File: config.mk
export PLATFORM = sky130hd
export DESIGN_NAME = mdu
export DESIGN_NICKNAME = d
export VERILOG_FILES = /design/src/mdu_pkg.sv /design/src/mdu.sv
export SDC_FILE = /design/constraint.sdc
export NUM_CORES = 2
export LEC_CHECK = 0
export ABC_AREA = 1
export BUFFER_PORTS_ARGS = -buffer_cell sky130_fd_sc_hd__buf_4
export CORE_ASPECT_RATIO = 0.6
export CORE_MARGIN = 2
export CORE_UTILIZATION = 30
export CTS_BUF_LIST = sky130_fd_sc_hd__clkbuf_8
export DETAILED_ROUTE_END_ITERATION = 7
export PLACE_DENSITY_LB_ADDON = 0.2
export SLEW_MARGIN = 5
export SYNTH_ARGS = -nofsm -noshare
export SYNTH_HDL_FRONTEND = slang
export SYNTH_SLANG_ARGS = --single-unit
File: constraint.sdc
create_clock -name clk -period 7.2 [get_ports clk]
set_input_delay 0.36 -clock clk [delete_from_list [all_inputs] [get_ports clk]]
set_output_delay 0.36 -clock clk [all_outputs]
set_load 0.01 [all_outputs]
File: src/mdu_pkg.sv
package mdu_pkg;

    // ----------------------------------------------------------------------
    // datapath and tag widths
    // ----------------------------------------------------------------------
    localparam int XLEN = 32;
    typedef logic [XLEN-1:0] word_t;

    // rob tag, also used as the source tag on the cdb
    localparam int ROB_ID_W = 6;
    typedef logic [ROB_ID_W-1:0] rob_id_t;

    // ----------------------------------------------------------------------
    // issue queue geometry
    // ----------------------------------------------------------------------
    localparam int IQ_SIZE  = 8;
    localparam int IQ_PTR_W = $clog2(IQ_SIZE);
    typedef logic [IQ_PTR_W-1:0] iq_ptr_t;

    // instructions per dispatch cycle
    localparam int DISPATCH_W = 2;
    // operands per instruction
    localparam int SRC_COUNT  = 2;
    // common data bus lanes
    localparam int CDB_COUNT  = 2;

    // ----------------------------------------------------------------------
    // mdu operations
    // ----------------------------------------------------------------------
    typedef enum logic [2:0] {
        OP_MUL   = 3'd0,
        OP_MULH  = 3'd1,
        OP_MULHU = 3'd2,
        OP_DIV   = 3'd3,
        OP_DIVU  = 3'd4,
        OP_MOD   = 3'd5,
        OP_MODU  = 3'd6
    } mdu_op_t;

    // edges from accept to result valid
    localparam int MUL_CYCLES = 2;
    localparam int DIV_CYCLES = 34;

endpackage

File: src/mdu.sv
`timescale 1ns/1ps

module mdu (
    input  logic                clk,
    input  logic                reset_i,
    input  logic                flush_i,

    input  logic                valid_i,
    input  mdu_pkg::mdu_op_t    op_i,
    input  mdu_pkg::rob_id_t    rob_id_i,
    input  mdu_pkg::word_t      src_a_i,
    input  mdu_pkg::word_t      src_b_i,
    output logic                ready_o,

    output logic                valid_o,
    output mdu_pkg::rob_id_t    rob_id_o,
    output mdu_pkg::word_t      data_o,
    input  logic                ready_i
);

    import mdu_pkg::*;

    typedef enum logic [2:0] {
        S_IDLE,
        S_MUL,
        S_DIV_PREP,
        S_DIV_ITER,
        S_FIX,
        S_DONE
    } state_t;

    typedef logic [$clog2(DIV_CYCLES):0] cnt_t;

    state_t                 state_q;
    cnt_t                   cnt_q;

    mdu_op_t                op_q;
    rob_id_t                rob_q;
    word_t                  a_q;
    word_t                  b_q;
    logic [2*XLEN-1:0]      prod_q;
    word_t                  dvs_q;
    word_t                  rem_q;
    word_t                  quo_q;
    logic                   q_neg_q;
    logic                   r_neg_q;
    logic                   div_zero_q;
    word_t                  res_q;

    logic                   is_div_req;
    logic                   signed_mul;
    logic                   signed_div;
    logic [XLEN:0]          a_ext;
    logic [XLEN:0]          b_ext;
    logic signed [2*XLEN+1:0] mul_full;
    word_t                  a_mag;
    word_t                  b_mag;
    logic [XLEN:0]          rem_shift;
    logic [XLEN+1:0]        rem_diff;
    word_t                  quo_fix;
    word_t                  rem_fix;

    assign is_div_req = op_i inside {OP_DIV, OP_DIVU, OP_MOD, OP_MODU};
    assign signed_mul = op_q inside {OP_MUL, OP_MULH};
    assign signed_div = op_q inside {OP_DIV, OP_MOD};

    // ----------------------------------------------------------------------
    // multiply: 33-bit extension covers both signed and unsigned high words
    // ----------------------------------------------------------------------
    assign a_ext    = {signed_mul & a_q[XLEN-1], a_q};
    assign b_ext    = {signed_mul & b_q[XLEN-1], b_q};
    assign mul_full = $signed(a_ext) * $signed(b_ext);

    // ----------------------------------------------------------------------
    // restoring divider on magnitudes
    // ----------------------------------------------------------------------
    assign a_mag     = (signed_div && a_q[XLEN-1]) ? -a_q : a_q;
    assign b_mag     = (signed_div && b_q[XLEN-1]) ? -b_q : b_q;
    assign rem_shift = {rem_q, quo_q[XLEN-1]};
    assign rem_diff  = {1'b0, rem_shift} - {2'b00, dvs_q};

    // min / -1 needs no special case: the magnitude quotient 2^31 negates
    // back to the dividend and the remainder is already zero
    assign quo_fix = q_neg_q ? -quo_q : quo_q;
    assign rem_fix = r_neg_q ? -rem_q : rem_q;

    // cnt_q counts edges left before the fix stage
    always_ff @(posedge clk) begin
        if (reset_i || flush_i) begin
            state_q <= S_IDLE;
            cnt_q   <= '0;
        end else begin
            case (state_q)
                S_IDLE: begin
                    if (valid_i) begin
                        if (is_div_req) begin
                            state_q <= S_DIV_PREP;
                            cnt_q   <= cnt_t'(DIV_CYCLES - 1);
                        end else begin
                            state_q <= S_MUL;
                            cnt_q   <= cnt_t'(MUL_CYCLES - 1);
                        end
                    end
                end
                S_MUL, S_DIV_ITER: begin
                    cnt_q <= cnt_q - cnt_t'(1);
                    if (cnt_q == cnt_t'(1)) begin
                        state_q <= S_FIX;
                    end
                end
                S_DIV_PREP: begin
                    cnt_q   <= cnt_q - cnt_t'(1);
                    state_q <= S_DIV_ITER;
                end
                S_FIX: state_q <= S_DONE;
                S_DONE: begin
                    if (ready_i) begin
                        state_q <= S_IDLE;
                    end
                end
                default: state_q <= S_IDLE;
            endcase
        end
    end

    always_ff @(posedge clk) begin
        case (state_q)
            S_IDLE: begin
                if (valid_i) begin
                    op_q  <= op_i;
                    rob_q <= rob_id_i;
                    a_q   <= src_a_i;
                    b_q   <= src_b_i;
                end
            end
            S_MUL: prod_q <= mul_full[2*XLEN-1:0];
            S_DIV_PREP: begin
                dvs_q      <= b_mag;
                quo_q      <= a_mag;
                rem_q      <= '0;
                q_neg_q    <= signed_div && (a_q[XLEN-1] ^ b_q[XLEN-1]);
                r_neg_q    <= signed_div && a_q[XLEN-1];
                div_zero_q <= (b_q == '0);
            end
            S_DIV_ITER: begin
                // one quotient bit per edge
                if (!rem_diff[XLEN+1]) begin
                    rem_q <= rem_diff[XLEN-1:0];
                    quo_q <= {quo_q[XLEN-2:0], 1'b1};
                end else begin
                    rem_q <= rem_shift[XLEN-1:0];
                    quo_q <= {quo_q[XLEN-2:0], 1'b0};
                end
            end
            S_FIX: begin
                case (op_q)
                    OP_MUL:            res_q <= prod_q[XLEN-1:0];
                    OP_MULH, OP_MULHU: res_q <= prod_q[2*XLEN-1:XLEN];
                    OP_DIV, OP_DIVU:   res_q <= div_zero_q ? '1 : quo_fix;
                    default:           res_q <= div_zero_q ? a_q : rem_fix;
                endcase
            end
            default: ;
        endcase
    end

    assign ready_o  = (state_q == S_IDLE);
    assign valid_o  = (state_q == S_DONE);
    assign rob_id_o = rob_q;
    assign data_o   = res_q;

    // result holds until the consumer takes it
    a_res_hold : assert property (@(posedge clk) disable iff (reset_i || flush_i)
        valid_o && !ready_i |=> valid_o && $stable(data_o) && $stable(rob_id_o));

    // issue side keeps its request while the unit is busy
    a_req_hold : assert property (@(posedge clk) disable iff (reset_i || flush_i)
        valid_i && !ready_o |=> valid_i && $stable(op_i) && $stable(rob_id_i));

endmodule

---- After elaboration in Yosys (flattened, before gate mapping) ----
Cells that the tools add are included.
W data, S select, Z words.
operators by class
  eq/ne operators ......................... 18
  mux-type cells .......................... 19
  bitwise operators ....................... 3
  magnitude comparators ................... 0
  add/subtract/negate cells ............... 6
  div/mod/pow operators ................... 0
  reductions and logical operators ........ 19
  multipliers ............................. 1
  shift-type cells ........................ 0
operators by type and width
  operator               count
  $mux W32               7
  $neg A32 Y32           4
  $pmux W32 S2           2
  $pmux W32 S3           1
  $mul A33 B33 Y64       1
  $sub A33 B32 Y34       1
  $logic_not A32 Y1      1
  $eq A3 B3 Y1 const B   7
  $eq A3 B2 Y1 const B   5
  $pmux W3 S5            1
  $pmux W7 S2            1
  $mux W3                3
  $reduce_bool A2 Y1     4
  $eq A7 B1 Y1 const B   1
  $mux W7                1
  $sub A7 B1 Y7 const B  1
  $eq A3 B1 Y1 const B   2
  $logic_not A3 Y1       2
  $mux W6                1
  $reduce_or A2 Y1       3
  $ne A2 B2 Y1 const B   2
  $reduce_and A2 Y1      2
  $reduce_bool A4 Y1     1
  $logic_and A1 B1 Y1    3
  other kinds (8)        9
storage, ports and cells
  bits of input ports ..................... 78
  memories ................................ 0
  bits in latches ......................... 0
  memory bits (writable) .................. 0
  register bits ........................... 278
  word-level logic and storage cells ...... 80
  memory bits (read-only) ................. 0
  output and inout port bits .............. 40

---- Longest topological paths before layout ----
  depth after elaboration ................. 5
  mapped depth ............................ 33
  mapped depth without buffers ............ 31

---- Worst setup path before layout ----
OpenSTA, ideal clock, no wires.
  path type ............................... reg-to-reg
  start ................................... register op_q[1]
  end ..................................... register prod_q[63] (data pin)
  data arrival time ....................... 7.314 ns
  data required time ...................... 6.948 ns
  setup time .............................. 0.252 ns
  stages on the path, launching flop included .. 31
  setup slack ............................. -0.366 ns
  period minus slack after synthesis ...... 7.566 ns
  path through ............................ edfxtp_1 inv_1 nand2_1 clkbuf_1 buf_1 nor2_1 fa_1 inv_1 fa_1 inv_1 fa_1 inv_1 fa_1 fa_1 fa_1 fa_1 fa_1 inv_1 ha_1 nand2_1 nor2_1 inv_1 nor2_1 and3_1 inv_1 nor2_1 nand2_1 nand2_1 inv_1 nand2_1 nand2_1
on the way
  cells in the longest elaborated chain, start to end .. 4
ends and longest elaborated chain
  item                                                     line                  RTL
  start: declaration                                       mdu.sv:37             mdu_op_t op_q;
  start signal: assignment                                 mdu.sv:130            op_q <= op_i;
  $eq A3 B1 Y1 / $logic_not A3 Y1 (equally long branches)  mdu.sv:64             assign signed_mul = op_q inside {OP_MUL, OP_MULH};
  $reduce_bool A2 Y1 *                                     mdu.sv:64
  $and A1 B1 Y1 (on tied branches)                         mdu.sv:70, mdu.sv:71
  $mul A33 B33 Y64 *                                       mdu.sv:72             assign mul_full = $signed(a_ext) * $signed(b_ext);
  net mul_full[63]                                         mdu.sv:55             logic signed [2*XLEN+1:0] mul_full;
  end signal: assignment                                   mdu.sv:136            S_MUL: prod_q <= mul_full[2*XLEN-1:0];
  end: declaration                                         mdu.sv:41             logic [2*XLEN-1:0] prod_q;
Mark *: on every way through the listed nets, which the timed path passes. The rest lies on a longest branch.
A chain may end at the register's enable or synchronous reset.

---- Final worst setup path ----
  start ................................... register op_q[2]
  end ..................................... register prod_q[60] (data pin)
The elaborated chain is that of the path after synthesis.

==> out/results.tsv <==
metric	value	unit
distinct cell type count after synthesis	51	
final wirelength	226000	um
largest net degree at the start of global routing	65	
CTS H-Tree Depth	2	
Avg WL per Cell	22.2	um
Chip Height	340	um
post-synthesis register bit count	278	
num ports	118	
starting DRC count in detailed routing	5471	
worst path required time	7.71	ns
Crit Path Class	reg2reg	
most frequent cells in the layout	inv_1 (1755), nand2_1 (1752), fa_1 (1093)	
Num CTS Buffers	54	
fmax	136	MHz
all-layer global routing usage	23.7	%
Post-Syn Instances	7026	
# DRC	0	
RSZ-0062 raised after global routing	yes	
core area	0.187	mm2
routed vias/inst	4.77	
final hold violation count	0	
Slew @ Worst Pin	1.09	ns
antenna-violating nets left	0	
Crit-path slowest cell	fa_2	
post-DP HPWL	192000	um
most common library cell in the layout ignoring fill and taps	inv_1	
initial antenna violation count	8	
vias in the first global route	48800	
final global-route overflow total	0	
Tcrit/Tclk final	102	%
Setup Skew	0.0906	ns
Fillers	19300	
Hold WS	0.0830	ns
Initial Util	30.1	%
status	complete, but fails checks	
crit start category	flip-flop	
min-delay src	flush_i	
Worst path max stage delay	0.65	ns
Worst path most repeated cell	fa_1	
Min-Delay Path Class	in2reg	
CTS tree	yes	
total of max-cap violations	0	
Nets	9131	
FF-to-FF Start	op_q[2]$_DFFE_PP_	
DR pass1 iterations	6	
die extent in x	564	um
row count	123	
slew margin rel.	27.0	%
clk buf depth	3	
Post-Synthesis Cell Area	0.0564	mm2
clock sink count	278	
Setup crit start	op_q[2]$_DFFE_PP_	
share of cells above drive strength 1	18.5	%
syn nets	8481	
clk root buf	clkbuf_8	
CP Data Arrival Time	7.85	ns
failing checks	negative setup slack	
Buffers on Ports	117	
GPL Wtd Cong	0.989	
post-layout min period	7.34	ns
crit path setup slack, layout	-0.140	ns
total number of vias	48700	
Finish-stage setup viols	19	
crit path max fanout	8	
syn_area_per_cell	8.03	um2
worst skew pair latency	0.80	ns
post-synthesis sequential area ratio	14.6	%
Primary FF master, synth	edfxtp_1	
first-pass GRT wire length	333000	um
yosys synthesis warning count	0	
Clock Pin Slew Worst Setup and Hold Paths	0.07	ns
die area	0.192	mm2
Crit. End Element	flip-flop	
fraction of registers with async set/reset	0	%
fin. max-slew vios	0	
Area growth, synth to finish	25.1	%
worst-path cell chain	inv_2, nand2_8, buf_12, nor2_4, fa_2, fa_1, fa_2, fa_2, clkinvlp_4, buf_12, fa_1, fa_1, fa_1, fa_1, inv_1, ha_1, nand2_1, nor2_1, nand2_1, nor2_4, nand3_2, buf_4, nand3_1, nand2_1	
EDFF count, synth	268	
-- cells in the mapped netlist, drive strengths merged, types with 3 or more instances --
library cell | number | area [um2]
clkinv | 4 | 16.3
xnor2 | 22 | 193
nand2 | 1841 | 6930
clkbuf | 215 | 807
buf | 100 | 455
o21ai | 183 | 927
o211ai | 13 | 97.6
a31oi | 3 | 18.8
edfxtp | 268 | 8050
nor4 | 9 | 56.3
xor2 | 100 | 876
o22ai | 3 | 18.8
fa | 1126 | 22500
o31ai | 6 | 45.0
nand3 | 251 | 1280
o21a | 4 | 30.0
nand4 | 66 | 425
or2 | 7 | 43.8
o221ai | 4 | 35.0
a21oi | 187 | 943
a22o | 20 | 175
ha | 251 | 3140
nor3 | 48 | 257
inv | 1815 | 6810
nor2 | 419 | 1630
a21boi | 5 | 37.5
dfxtp | 10 | 200
o21bai | 16 | 120
a21o | 5 | 37.5
nand3b | 20 | 150
-- final timing paths --
| kind | slack (ns) | to | cells past startpoint |
|---|---|---|---|
| max reg2reg | -0.14 | prod_q[60]$_DFFE_PN_ | 24 |
| min | 0.08 | state_q[1]$_SDFFE_PP0P_ | 4 |
| min reg2reg | 0.50 | cnt_q[2]$_SDFFE_PP0P_ | 2 |
| max | -0.14 | prod_q[60]$_DFFE_PN_ | 24 |
-- stage by stage --
stage / worst slack [ns] / setup TNS (ns) / utilization [%] / instances / cell area (um2)
floorplan: 0.0130 / 0 / - / 7026 / 56400
global placement: -0.582 / -12.26 / 35.0 / 10000 / 65500
detailed placement: -0.594 / -12.02 / 35.0 / 10000 / 65500
CTS: -0.137 / -1.80 / 36.4 / 10200 / 68200
global route: -0.329 / -6.95 / 37.7 / 10200 / 70500
finish: -0.140 / -1.31 / 37.7 / 10200 / 70600
-- worst max-delay path, delay by kind of cell, from the launching register on --
family | cells | cell delay (ns)
fa+ha+maj | 9 | 4.62
buf+inv | 6 | 0.85
flops | 1 | 0.40
simple gates | 9 | 1.14
-- metal layers --
| layer | wire length [um] | vias to the layer above | global-route usage [%] | share of wire [%] |
|---|---|---|---|---|
| li1 | - | 21900 | - | - |
| met4 | 2740 | 4 | 2.88 | 1.2 |
| met2 | 82600 | 1959 | 29.7 | 36 |
| met1 | 115000 | 24700 | 39.2 | 51 |
| met5 | 97 | - | 0.294 | 0.043 |
| met3 | 26200 | 137 | 7.05 | 12 |
-- registers in the layout, summed over array words and instances, names as in the netlist --
signal and flops:
data_o 32, r_neg_q 1, cnt_q 7, state_q 3
a_q 32, b_q 32, prod_q 64, dvs_q 32
div_zero_q 1, op_q 3, rem_q 32, quo_q 32
q_neg_q 1, rob_id_o 6
-- final cells by class --
cell class / count / area (um2) / area share [%]
multi-input cells: 4614 / 42500 / 60.3
repair buffers: 909 / 8670 / 12.3
flip-flops and latches: 278 / 8250 / 11.7
inverters: 1819 / 6850 / 9.71
well taps: 2500 / 3130 / 4.43
clock buffers: 54 / 743 / 1.05
clock inverters: 41 / 379 / 0.537
diodes: 3 / 7.51 / 0.0106
-- what timing repair did --
item,4_1_cts,5_1_grt
hold buffers,77,0
resized for setup,179,495
cloned,1,4
pin swaps,26,144
endpoints found under the hold margin,80,0
setup endpoints to repair,41,46
setup buffers,11,30
-- cell families after synthesis --
family          Yosys count  share of synthesized area, %
flops                   278                          14.6
compound gates          451                          4.44
buf+inv                2134                          14.3
fa+ha+maj              1377                          45.5
simple gates           2664                          19.2
xor+xnor                122                          1.89
Power is not shown: default switching activity piles up to over one toggle a cycle in this logic, so the estimate is an artifact.
