==> config.mk <==
export PLATFORM = sky130hd
export DESIGN_NAME = iq_entry
export DESIGN_NICKNAME = d
export VERILOG_FILES = /design/src/mdu_pkg.sv /design/src/iq_entry.sv
export SDC_FILE = /design/constraint.sdc
export NUM_CORES = 1
export LEC_CHECK = 0
export BUFFER_PORTS_ARGS = -buffer_cell sky130_fd_sc_hd__buf_2
export CAP_MARGIN = 20
export CORE_ASPECT_RATIO = 1.2
export CORE_MARGIN = 10
export CORE_UTILIZATION = 44
export DETAILED_ROUTE_END_ITERATION = 6
export GPL_TIMING_DRIVEN = 0
export PLACE_DENSITY = 0.83
export RECOVER_POWER = 25
export SYNTH_ARGS = -nofsm -noshare
export SYNTH_HDL_FRONTEND = slang
export SYNTH_SLANG_ARGS = --single-unit
export TNS_END_PERCENT = 100
==> constraint.sdc <==
create_clock -name clk -period 2.54 [get_ports clk]
set_input_delay 0.762 -clock clk [delete_from_list [all_inputs] [get_ports clk]]
set_output_delay 0.762 -clock clk [all_outputs]
set_load 0.01 [all_outputs]
==> src/mdu_pkg.sv <==
package mdu_pkg;

    // ----------------------------------------------------------------------
    // datapath and tag widths
    // ----------------------------------------------------------------------
    localparam int XLEN = 32;
    typedef logic [XLEN-1:0] word_t;

    // rob tag, also used as the source tag on the cdb
    localparam int ROB_ID_W = 6;
    typedef logic [ROB_ID_W-1:0] rob_id_t;

    // ----------------------------------------------------------------------
    // issue queue geometry
    // ----------------------------------------------------------------------
    localparam int IQ_SIZE  = 8;
    localparam int IQ_PTR_W = $clog2(IQ_SIZE);
    typedef logic [IQ_PTR_W-1:0] iq_ptr_t;

    // instructions per dispatch cycle
    localparam int DISPATCH_W = 2;
    // operands per instruction
    localparam int SRC_COUNT  = 2;
    // common data bus lanes
    localparam int CDB_COUNT  = 2;

    // ----------------------------------------------------------------------
    // mdu operations
    // ----------------------------------------------------------------------
    typedef enum logic [2:0] {
        OP_MUL   = 3'd0,
        OP_MULH  = 3'd1,
        OP_MULHU = 3'd2,
        OP_DIV   = 3'd3,
        OP_DIVU  = 3'd4,
        OP_MOD   = 3'd5,
        OP_MODU  = 3'd6
    } mdu_op_t;

    // edges from accept to result valid
    localparam int MUL_CYCLES = 2;
    localparam int DIV_CYCLES = 34;

endpackage

==> src/iq_entry.sv <==
`timescale 1ns/1ps

module iq_entry (
    input  logic                                        clk,
    input  logic                                        reset_i,
    input  logic                                        flush_i,
    input  logic                                        init_i,
    input  logic                                        select_i,

    input  mdu_pkg::mdu_op_t                            op_i,
    input  mdu_pkg::rob_id_t                            rob_id_i,
    input  mdu_pkg::word_t  [mdu_pkg::SRC_COUNT-1:0]    src_data_i,
    input  mdu_pkg::rob_id_t [mdu_pkg::SRC_COUNT-1:0]   src_tag_i,
    input  logic            [mdu_pkg::SRC_COUNT-1:0]    src_valid_i,

    input  logic            [mdu_pkg::CDB_COUNT-1:0]    cdb_valid_i,
    input  mdu_pkg::rob_id_t [mdu_pkg::CDB_COUNT-1:0]   cdb_tag_i,
    input  mdu_pkg::word_t  [mdu_pkg::CDB_COUNT-1:0]    cdb_data_i,

    output logic                                        ready_o,
    output mdu_pkg::mdu_op_t                            op_o,
    output mdu_pkg::rob_id_t                            rob_id_o,
    output mdu_pkg::word_t  [mdu_pkg::SRC_COUNT-1:0]    src_data_o
);

    import mdu_pkg::*;

    logic                           occupied_q;
    mdu_op_t                        op_q;
    rob_id_t                        rob_id_q;
    word_t   [SRC_COUNT-1:0]        data_q;
    rob_id_t [SRC_COUNT-1:0]        tag_q;
    logic    [SRC_COUNT-1:0]        present_q;

    word_t   [SRC_COUNT-1:0]        data_d;
    rob_id_t [SRC_COUNT-1:0]        tag_d;
    logic    [SRC_COUNT-1:0]        present_d;

    // ----------------------------------------------------------------------
    // operand capture
    // ----------------------------------------------------------------------
    // a new instruction goes through the same cdb match as a waiting one,
    // so a broadcast in the dispatch cycle is not missed
    always_comb begin
        for (int s = 0; s < SRC_COUNT; s++) begin
            data_d[s]    = init_i ? src_data_i[s]  : data_q[s];
            tag_d[s]     = init_i ? src_tag_i[s]   : tag_q[s];
            present_d[s] = init_i ? src_valid_i[s] : present_q[s];
            if (!present_d[s]) begin
                for (int c = 0; c < CDB_COUNT; c++) begin
                    if (cdb_valid_i[c] && cdb_tag_i[c] == tag_d[s]) begin
                        data_d[s]    = cdb_data_i[c];
                        present_d[s] = 1'b1;
                    end
                end
            end
        end
    end

    always_ff @(posedge clk) begin
        if (reset_i || flush_i) begin
            occupied_q <= 1'b0;
            present_q  <= '0;
        end else begin
            if (init_i) begin
                occupied_q <= 1'b1;
            end else if (select_i) begin
                occupied_q <= 1'b0;
            end
            present_q <= present_d;
        end
    end

    // payload
    always_ff @(posedge clk) begin
        if (init_i) begin
            op_q     <= op_i;
            rob_id_q <= rob_id_i;
        end
        data_q <= data_d;
        tag_q  <= tag_d;
    end

    assign ready_o    = occupied_q && (&present_q);
    assign op_o       = op_q;
    assign rob_id_o   = rob_id_q;
    assign src_data_o = data_q;

    // tail pointer must never land on a live slot
    a_init_free : assert property (@(posedge clk) disable iff (reset_i || flush_i)
        init_i |-> !occupied_q);

endmodule

==> Word-level counts from Yosys, hierarchy flattened <==
Cells that the tools add are included.
Widths: inputs -> output; s select.
{ "op_classes": {"mux": 20, "n_eq_ne": 4, "n_reduce_logical": 8} }
{ "op_table": {"columns": ["operator", "n"], "rows": [
  ["$mux 32", 8],
  ["$eq 6x6->1", 4],
  ["$mux 6", 2],
  ["$mux 1", 10],
  ["$logic_and 1x1->1", 5],
  ["$reduce_and 2->1", 1],
  ["$reduce_bool 2->1", 1],
  ["$logic_or 1x1->1", 1]
]} }
{ "totals": {"out_inout_bits": 74, "register_bits": 88, "word_cells": 40} }

==> Longest topological paths before layout <==
Gate-level depths: netlist (run 1).
{ "depth": {"word_depth": 6, "ltp_mapped": 10, "depth_no_buf": 6} }

==> Worst setup path before layout (run 1) <==
Ideal clock, no wire load.
{ "synth_timing": {"path_type": "input-to-reg", "start": "in init_i", "end": "reg data_q (netlist bit src_data_o[62])", "path_stages": 8, "setup_slack_ps": 101, "required_ps": 2423, "arrival_time_ps": 2322, "path_cell_list": "buf_6 -> buf_6 -> mux2i_4 -> xor2_1 -> nand4_1 -> nor4_2 -> mux2_2 -> a22o_1"} }
{ "synth_rtl": {"columns": ["item", "line", "text"], "rows": [
  ["start: declaration", "iq_entry.sv:7", "input logic init_i,"],
  ["end signal: assignment", "iq_entry.sv:80", "data_q <= data_d;"],
  ["end: declaration", "iq_entry.sv:31", "word_t [SRC_COUNT-1:0] data_q;"]
]} }

==> Worst setup path after layout (run 1) <==
{ "layout_timing": {"start": "in init_i", "end": "reg present_q[0]"} }
{ "layout_between": {"elab_chain_cells": 6, "elab_cells_between_ends": 9, "classes_between": "eq/ne: 2; mux: 5; reduce/logical: 2"} }
{ "layout_rtl": {"columns": ["item", "line", "text"], "rows": [
  ["$mux 6", "iq_entry.sv:47", "tag_d[s] = init_i ? src_tag_i[s] : tag_q[s];"],
  ["$eq 6x6->1", "iq_entry.sv:51", "if (cdb_valid_i[c] && cdb_tag_i[c] == tag_d[s]) begin"],
  ["$logic_and 1x1->1", "iq_entry.sv:51", null],
  ["$mux 1 (2 in series)", "iq_entry.sv:51", null],
  ["$mux 1 (*)", "iq_entry.sv:49", "if (!present_d[s]) begin"],
  ["end signal: assignment", "iq_entry.sv:70", "present_q <= present_d;"],
  ["end: declaration", "iq_entry.sv:33", "logic [SRC_COUNT-1:0] present_q;"]
]} }
Mark *: on every way between the ends. The rest lies on a longest branch, timed or not.
A chain may end at the register's enable or synchronous reset.

==> results of run 1 <==
==> cells in the final DEF, fill, tap and decap left out, types with 9 or more instances in the layout <==
| cell | synthesis | layout |
|---|---|---|
| buf_2 | 21 | 238 |
| buf_4 | 9 | 21 |
| nand3_1 | 95 | 95 |
| xor2_1 | 16 | 15 |
| o211ai_2 | 30 | 30 |
| mux2i_1 | 40 | 40 |
| nand2_1 | 35 | 35 |
| clkbuf_16 | 0 | 9 |
| o221ai_1 | 31 | 31 |
| o21a_1 | 44 | 44 |
| edfxtp_1 | 9 | 9 |
| o21ai_0 | 19 | 19 |
| a21oi_2 | 12 | 12 |
| inv_1 | 13 | 13 |
| mux2_2 | 34 | 34 |
| clkbuf_1 | 21 | 27 |
| a21boi_2 | 18 | 18 |
| buf_6 | 5 | 10 |
| dfxtp_1 | 79 | 79 |
==> registers in the layout, indices dropped and copies added (netlist names) <==
| name | flops |
|---|---|
| occupied_q | 1 |
| tag_q | 12 |
| present_q | 2 |
| src_data_o | 64 |
| op_o | 3 |
| rob_id_o | 6 |
==> area by class of cell <==
cell class                 count  share of cell area (%)
clock inverter                 7                  0.8453
tap                          161                   2.722
inverter                      13                  0.6593
buffer                        55                   5.004
timing repair buffer         252                   17.40
antenna                        1                 0.03381
multi-input combinational    415                   45.27
sequential                    88                   25.02
clock buffer                   9                   3.043
==> repair_timing <==
item | CTS | global route
resized for setup | 33 | 10
gates cloned | 1 | 0
pin swaps | 5 | 6
setup buffers | 6 | 2
endpoints found under the setup margin | 66 | 66
==> critical path, stage by stage <==
cell and delay, ns:
buf_12 0.14, mux2i_1 0.38, xor2_1 0.29, nand4_1 0.13, buf_4 0.18, clkbuf_2 0.20
nor2_1 0.26, nor3_1 0.08, nor3_1 0.22
==> worst min-delay path by stage <==
| stage | from | endpoint | slack, ns | cells after the start |
|---|---|---|---|---|
| 3_5_place_dp | tag_q[9] | tag_q[9] | 0.50 | 2 |
| 3_3_place_gp | tag_q[11] | tag_q[11] | 0.49 | 2 |
| 4_1_cts | tag_q[9] | tag_q[9] | 0.51 | 2 |
| 2_1_floorplan | tag_q[11] | tag_q[11] | 0.47 | 2 |
| 6_report | tag_q[9] | tag_q[9] | 0.51 | 2 |
| 5_1_grt | tag_q[9] | tag_q[9] | 0.53 | 2 |
==> cell families after synthesis <==
| group | Yosys count | share of synthesized area [%] |
|---|---|---|
| buf+inv | 69 | 6.439 |
| flops | 88 | 33.44 |
| simple gates | 149 | 13.51 |
| mux | 81 | 16.67 |
| xor+xnor | 24 | 4.067 |
| compound gates | 161 | 25.87 |
==> power by group <==
part | switching, uW | total, uW | internal, uW
sequential | 102 | 1710 | 1610
combinational | 703 | 1320 | 620
clock | 573 | 1330 | 753
total | 1380 | 4360 | 2980
==> stage by stage <==
step | power, uW | setup WS (ns) | hold slack, ns | cells
2_1_floorplan | 2503 | 0.1011 | 0.4674 | 572
3_3_place_gp | 3003 | -0.6010 | 0.4887 | 976
3_5_place_dp | 3037 | -0.6885 | 0.4979 | 976
4_1_cts | 4365 | 0.04007 | 0.5122 | 999
5_1_grt | 4556 | -0.002522 | 0.5336 | 1001
6_report | 4359 | 0.1320 | 0.5131 | 1001
==> routing by layer <==
layer	vias to the layer above	GRT usage (%)	share of wire (%)
met5	-	0	0
met4	0	8.385	2.6
met3	48	7.219	9.3
met2	329	40.72	50
met1	2648	26.60	38
li1	2658	-	-
==> results.toml, run 1 <==
[placed_design]
gp_congestion = 0.9400
port_buffers = 243
dpl_cell_area_um2 = 6955
dpl.hpwl_mm = 16.83

[setup_path]
crit_fanout = 17
r2r_start = "tag_q[8]"
cp-end-kind = "flip-flop"
start_kind = "input port"
ff2ff_path_depth = 8
path_class = "input port to flip-flop"
r2r-end = "src_data_o[60]"
crit_start = "init_i"
required_ns = 2.79
cp_data_arrival_time_ns = 2.65
r2r_slack_ns = 0.49
setup.worst_path.end = "present_q[0]"

[power]
ir_drop_uv = 376.0
p_leak_uw = 0.003138
p_per_area_nw_per_um2 = 589.0

[timing]
min_period_over_period_pct = 94.80
period_minus_slack_ns = 2.408
slew_headroom_pct = 52.82
finalHoldViolCount = 0
worst_pin_slew_ns = 0.7077
setup-tns-final_ns = 0
max_freq_ghz = 0.4153
slew_violations = 0
finalClockSkew_ns = 0.01002
setup_viol = 0

[synthesis]
synthCells = 572
netlist_area_um2 = 5538
synth_nets = 742
synth_edf_count = 9
netlist.area_leader.share_pct = 28.56
synth.distinct_cells = 38
async_flop_share_pct = 0
synthTopCellsByCount = "95 x nand3_1, 79 x dfxtp_1, 44 x o21a_1"
netlist_top_cells_area = "dfxtp_1 29%, nand3_1 8.6%, mux2i_1 7.2%, mux2_2 6.9%, o211ai_2 6.8%"
synth-main-ff-cell = "dfxtp_1"
syn_avg_cell_area_um2 = 9.681
ys_warn_count = 0
yosysSeqAreaShare_pct = 33.44
ys_ff_latch = 88
yosysMostFrequentCell = "nand3_1"
yosys.area.top_type = "dfxtp_1"

[final_layout]
final_core_util_pct = 60.55
fill_cells = 1097
multiInputGateArea_um2 = 3351
stdcell_area_um2 = 7401
fin_nets = 1004
drive_above_1_share_pct = 48.03
area_growth_pct = 33.64
seqCellArea_um2 = 1852

[global_routing]
grt.overflow.total = 0
grt_pass1_vias = 6044
grt_pass1_wl_mm = 32.37
antenna_found_initial = 1
grt_max_degree = 15
grt_usage_pct = 23.53

[floorplanning]
die_x_um = 122.4
num_rows = 44
ioPinCount = 244
die_area_um2 = 17490
die_h_um = 142.9
initial_utilization_pct = 45.31
core_area_um2 = 12220

[drt]
viasPerCell = 5.677
drt-wirelength-per-cell_um = 21.23
ant_nets = 0
num_vias = 5683
drt_iter0_drc = 567
firstDrtPassIters = 7
drc_errors = 0
drt-total-wl_mm = 21.25

[clocking]
hold_buffers = 0
cts_max_level = 3
clock_latency_ns = 0.34
cts_inserted_buffers = 9
cts_tree = "done"
clkTransAtPathRegs_ns = 0.06
clockBufferDepth = 2
clock_sinks = 88
clock_tree.root_cell = "clkbuf_16"

[run_status]
status = "completed"

[hold_path]
min_path_type = "flip-flop to flip-flop"

[job]
max_cap_violations = 0
No activity file was read; power rests on OpenSTA's default activity.
==> inputs of run 2 (changes only) <==
CORE_ASPECT_RATIO = unset   (was 1.2)
==> run 2 against run 1 <==
  * Core utilization is 2.4 points higher
  * Cell area is 3.4% higher
  * Critical path type unchanged
  * Sequential share of layout area is 0.82 points lower
  * Clock-buffer cell count is 1 higher
  * Total power is 3.3% higher
  * Via count is 2.8% higher
  * Global-route usage hardly changed
  * Combinational power is 4% higher
  * Worst hold slack worse by 0.0049 ns
  * Clock skew hardly changed
==> results.toml, run 2 (synthesis results as in run 1) <==
[clocking]
clock_tree.root_cell = "clkbuf_16"
clkTransAtPathRegs_ns = 0.07
clock_sinks = 88
cts_tree = "done"
cts_inserted_buffers = 9
cts_max_level = 3
clock_latency_ns = 0.35
clockBufferDepth = 2

[timing]
finalHoldViolCount = 0
setup-tns-final_ns = 0
worst_pin_slew_ns = 0.7009
finalClockSkew_ns = 0.01014
setup_viol = 0
slew_headroom_pct = 53.28
max_freq_ghz = 0.4081
period_minus_slack_ns = 2.450
min_period_over_period_pct = 96.47
slew_violations = 0

[floorplanning]
initial_utilization_pct = 45.53
die_h_um = 132.2
die_x_um = 132.2
core_area_um2 = 12160
ioPinCount = 244
num_rows = 40
die_area_um2 = 17470

[global_routing]
grt-busiest-layer = "met2"
grtUsageMet1_pct = 27.82
use_met3_pct = 7.241
grt_max_degree = 15
met2_usage_pct = 39.71
grt.overflow.total = 0
grt_usage_pct = 23.55
antenna_found_initial = 1
grt_pass1_wl_mm = 33.04
grt_pass1_vias = 5975

[final_layout]
seqCellArea_um2 = 1852
largest_reg_flops = 64
area_growth_pct = 38.16
stdcell_area_um2 = 7651
final_cell_mix = "250 x buf_2, 95 x nand3_1, 79 x dfxtp_1"
fill_cells = 1072
drive_above_1_share_pct = 50.53
layout_commonest_cell = "buf_2"
fin_nets = 1012
multiInputGateArea_um2 = 3371

[placed_design]
port_buffers = 243
gp_congestion = 0.8541
dpl_cell_area_um2 = 6964
dpl.hpwl_mm = 16.22

[power]
p_per_area_nw_per_um2 = 588.4
p_leak_uw = 0.003265
total_power_uw = 4502
ir_drop_uv = 433.7

[drt]
drc_errors = 0
viasPerCell = 5.748
ant_nets = 0
drt_iter0_drc = 373
drt-total-wl_mm = 22.02
num_vias = 5840
firstDrtPassIters = 5
drt-wirelength-per-cell_um = 21.67

[setup_path]
crit_fanout = 11
path_class = "input port to flip-flop"
cp-end-kind = "flip-flop"
cp_data_arrival_time_ns = 2.65
start_kind = "input port"
required_ns = 2.74

[hold_path]
min_path_type = "flip-flop to flip-flop"

[job]
max_cap_violations = 0

[run_status]
status = "completed"
-- run 2: path summary, 6_finish.rpt --
kind	cells after the start	slack, ns	to	start
max reg2reg	7	0.56	src_data_o[41]	tag_q[11]
min	2	0.51	tag_q[4]	tag_q[4]
min reg2reg	2	0.51	tag_q[4]	tag_q[4]
max	10	0.09	src_data_o[41]	init_i
-- run 2: stage by stage --
stage                     std cells  util, %  hold WS (ns)  setup WS (ns)
after global routing           1016    62.91        0.5471      -0.009908
after detailed placement        983    57.26        0.4999        -0.6652
final                          1016    62.91        0.5082        0.08964
after CTS                      1007    61.41        0.5139        0.03458
after floorplan                 572        -        0.4674         0.1011
after global placement          983    57.26        0.4865        -0.6124
-- run 2: report_power, final --
part / switching (uW) / total, uW / internal [uW]
registers: 93.6 / 1700 / 1610
clock network: 572 / 1430 / 858
logic: 720 / 1370 / 650
-- run 2: worst max-delay path, cell delays in order --
cell and delay [ns]:
buf_8 0.13, buf_12 0.13, buf_12 0.13, mux2i_4 0.27
xor2_1 0.23, nand4_1 0.23, nor2_4 0.29, buf_6 0.19
o21a_1 0.13, o221ai_1 0.14
-- run 2: area by class of cell --
type | instances | share of cell area (%)
Multi-Input combinational cell | 415 | 44.06
Sequential cell | 88 | 24.20
Timing Repair Buffer | 260 | 18.61
Buffer | 55 | 5.626
Clock buffer | 10 | 2.993
Tap cell | 168 | 2.747
Clock inverter | 6 | 1.096
Inverter | 13 | 0.6378
Antenna cell | 1 | 0.03271
-- run 2: timing repair --
item / in CTS / in global routing
resized for setup: 46 / 11
pin swaps: 4 / 6
setup buffers: 7 / 5
gates cloned: 1 / 4
setup endpoints to repair: 66 / 51
hold buffers: 0 / 0
-- run 2: layer usage --
metal | vias up | part of all wire, %
met5 | - | 0
met2 | 305 | 49
met1 | 2819 | 41
met4 | 0 | 1.9
met3 | 30 | 8.5
li1 | 2686 | -
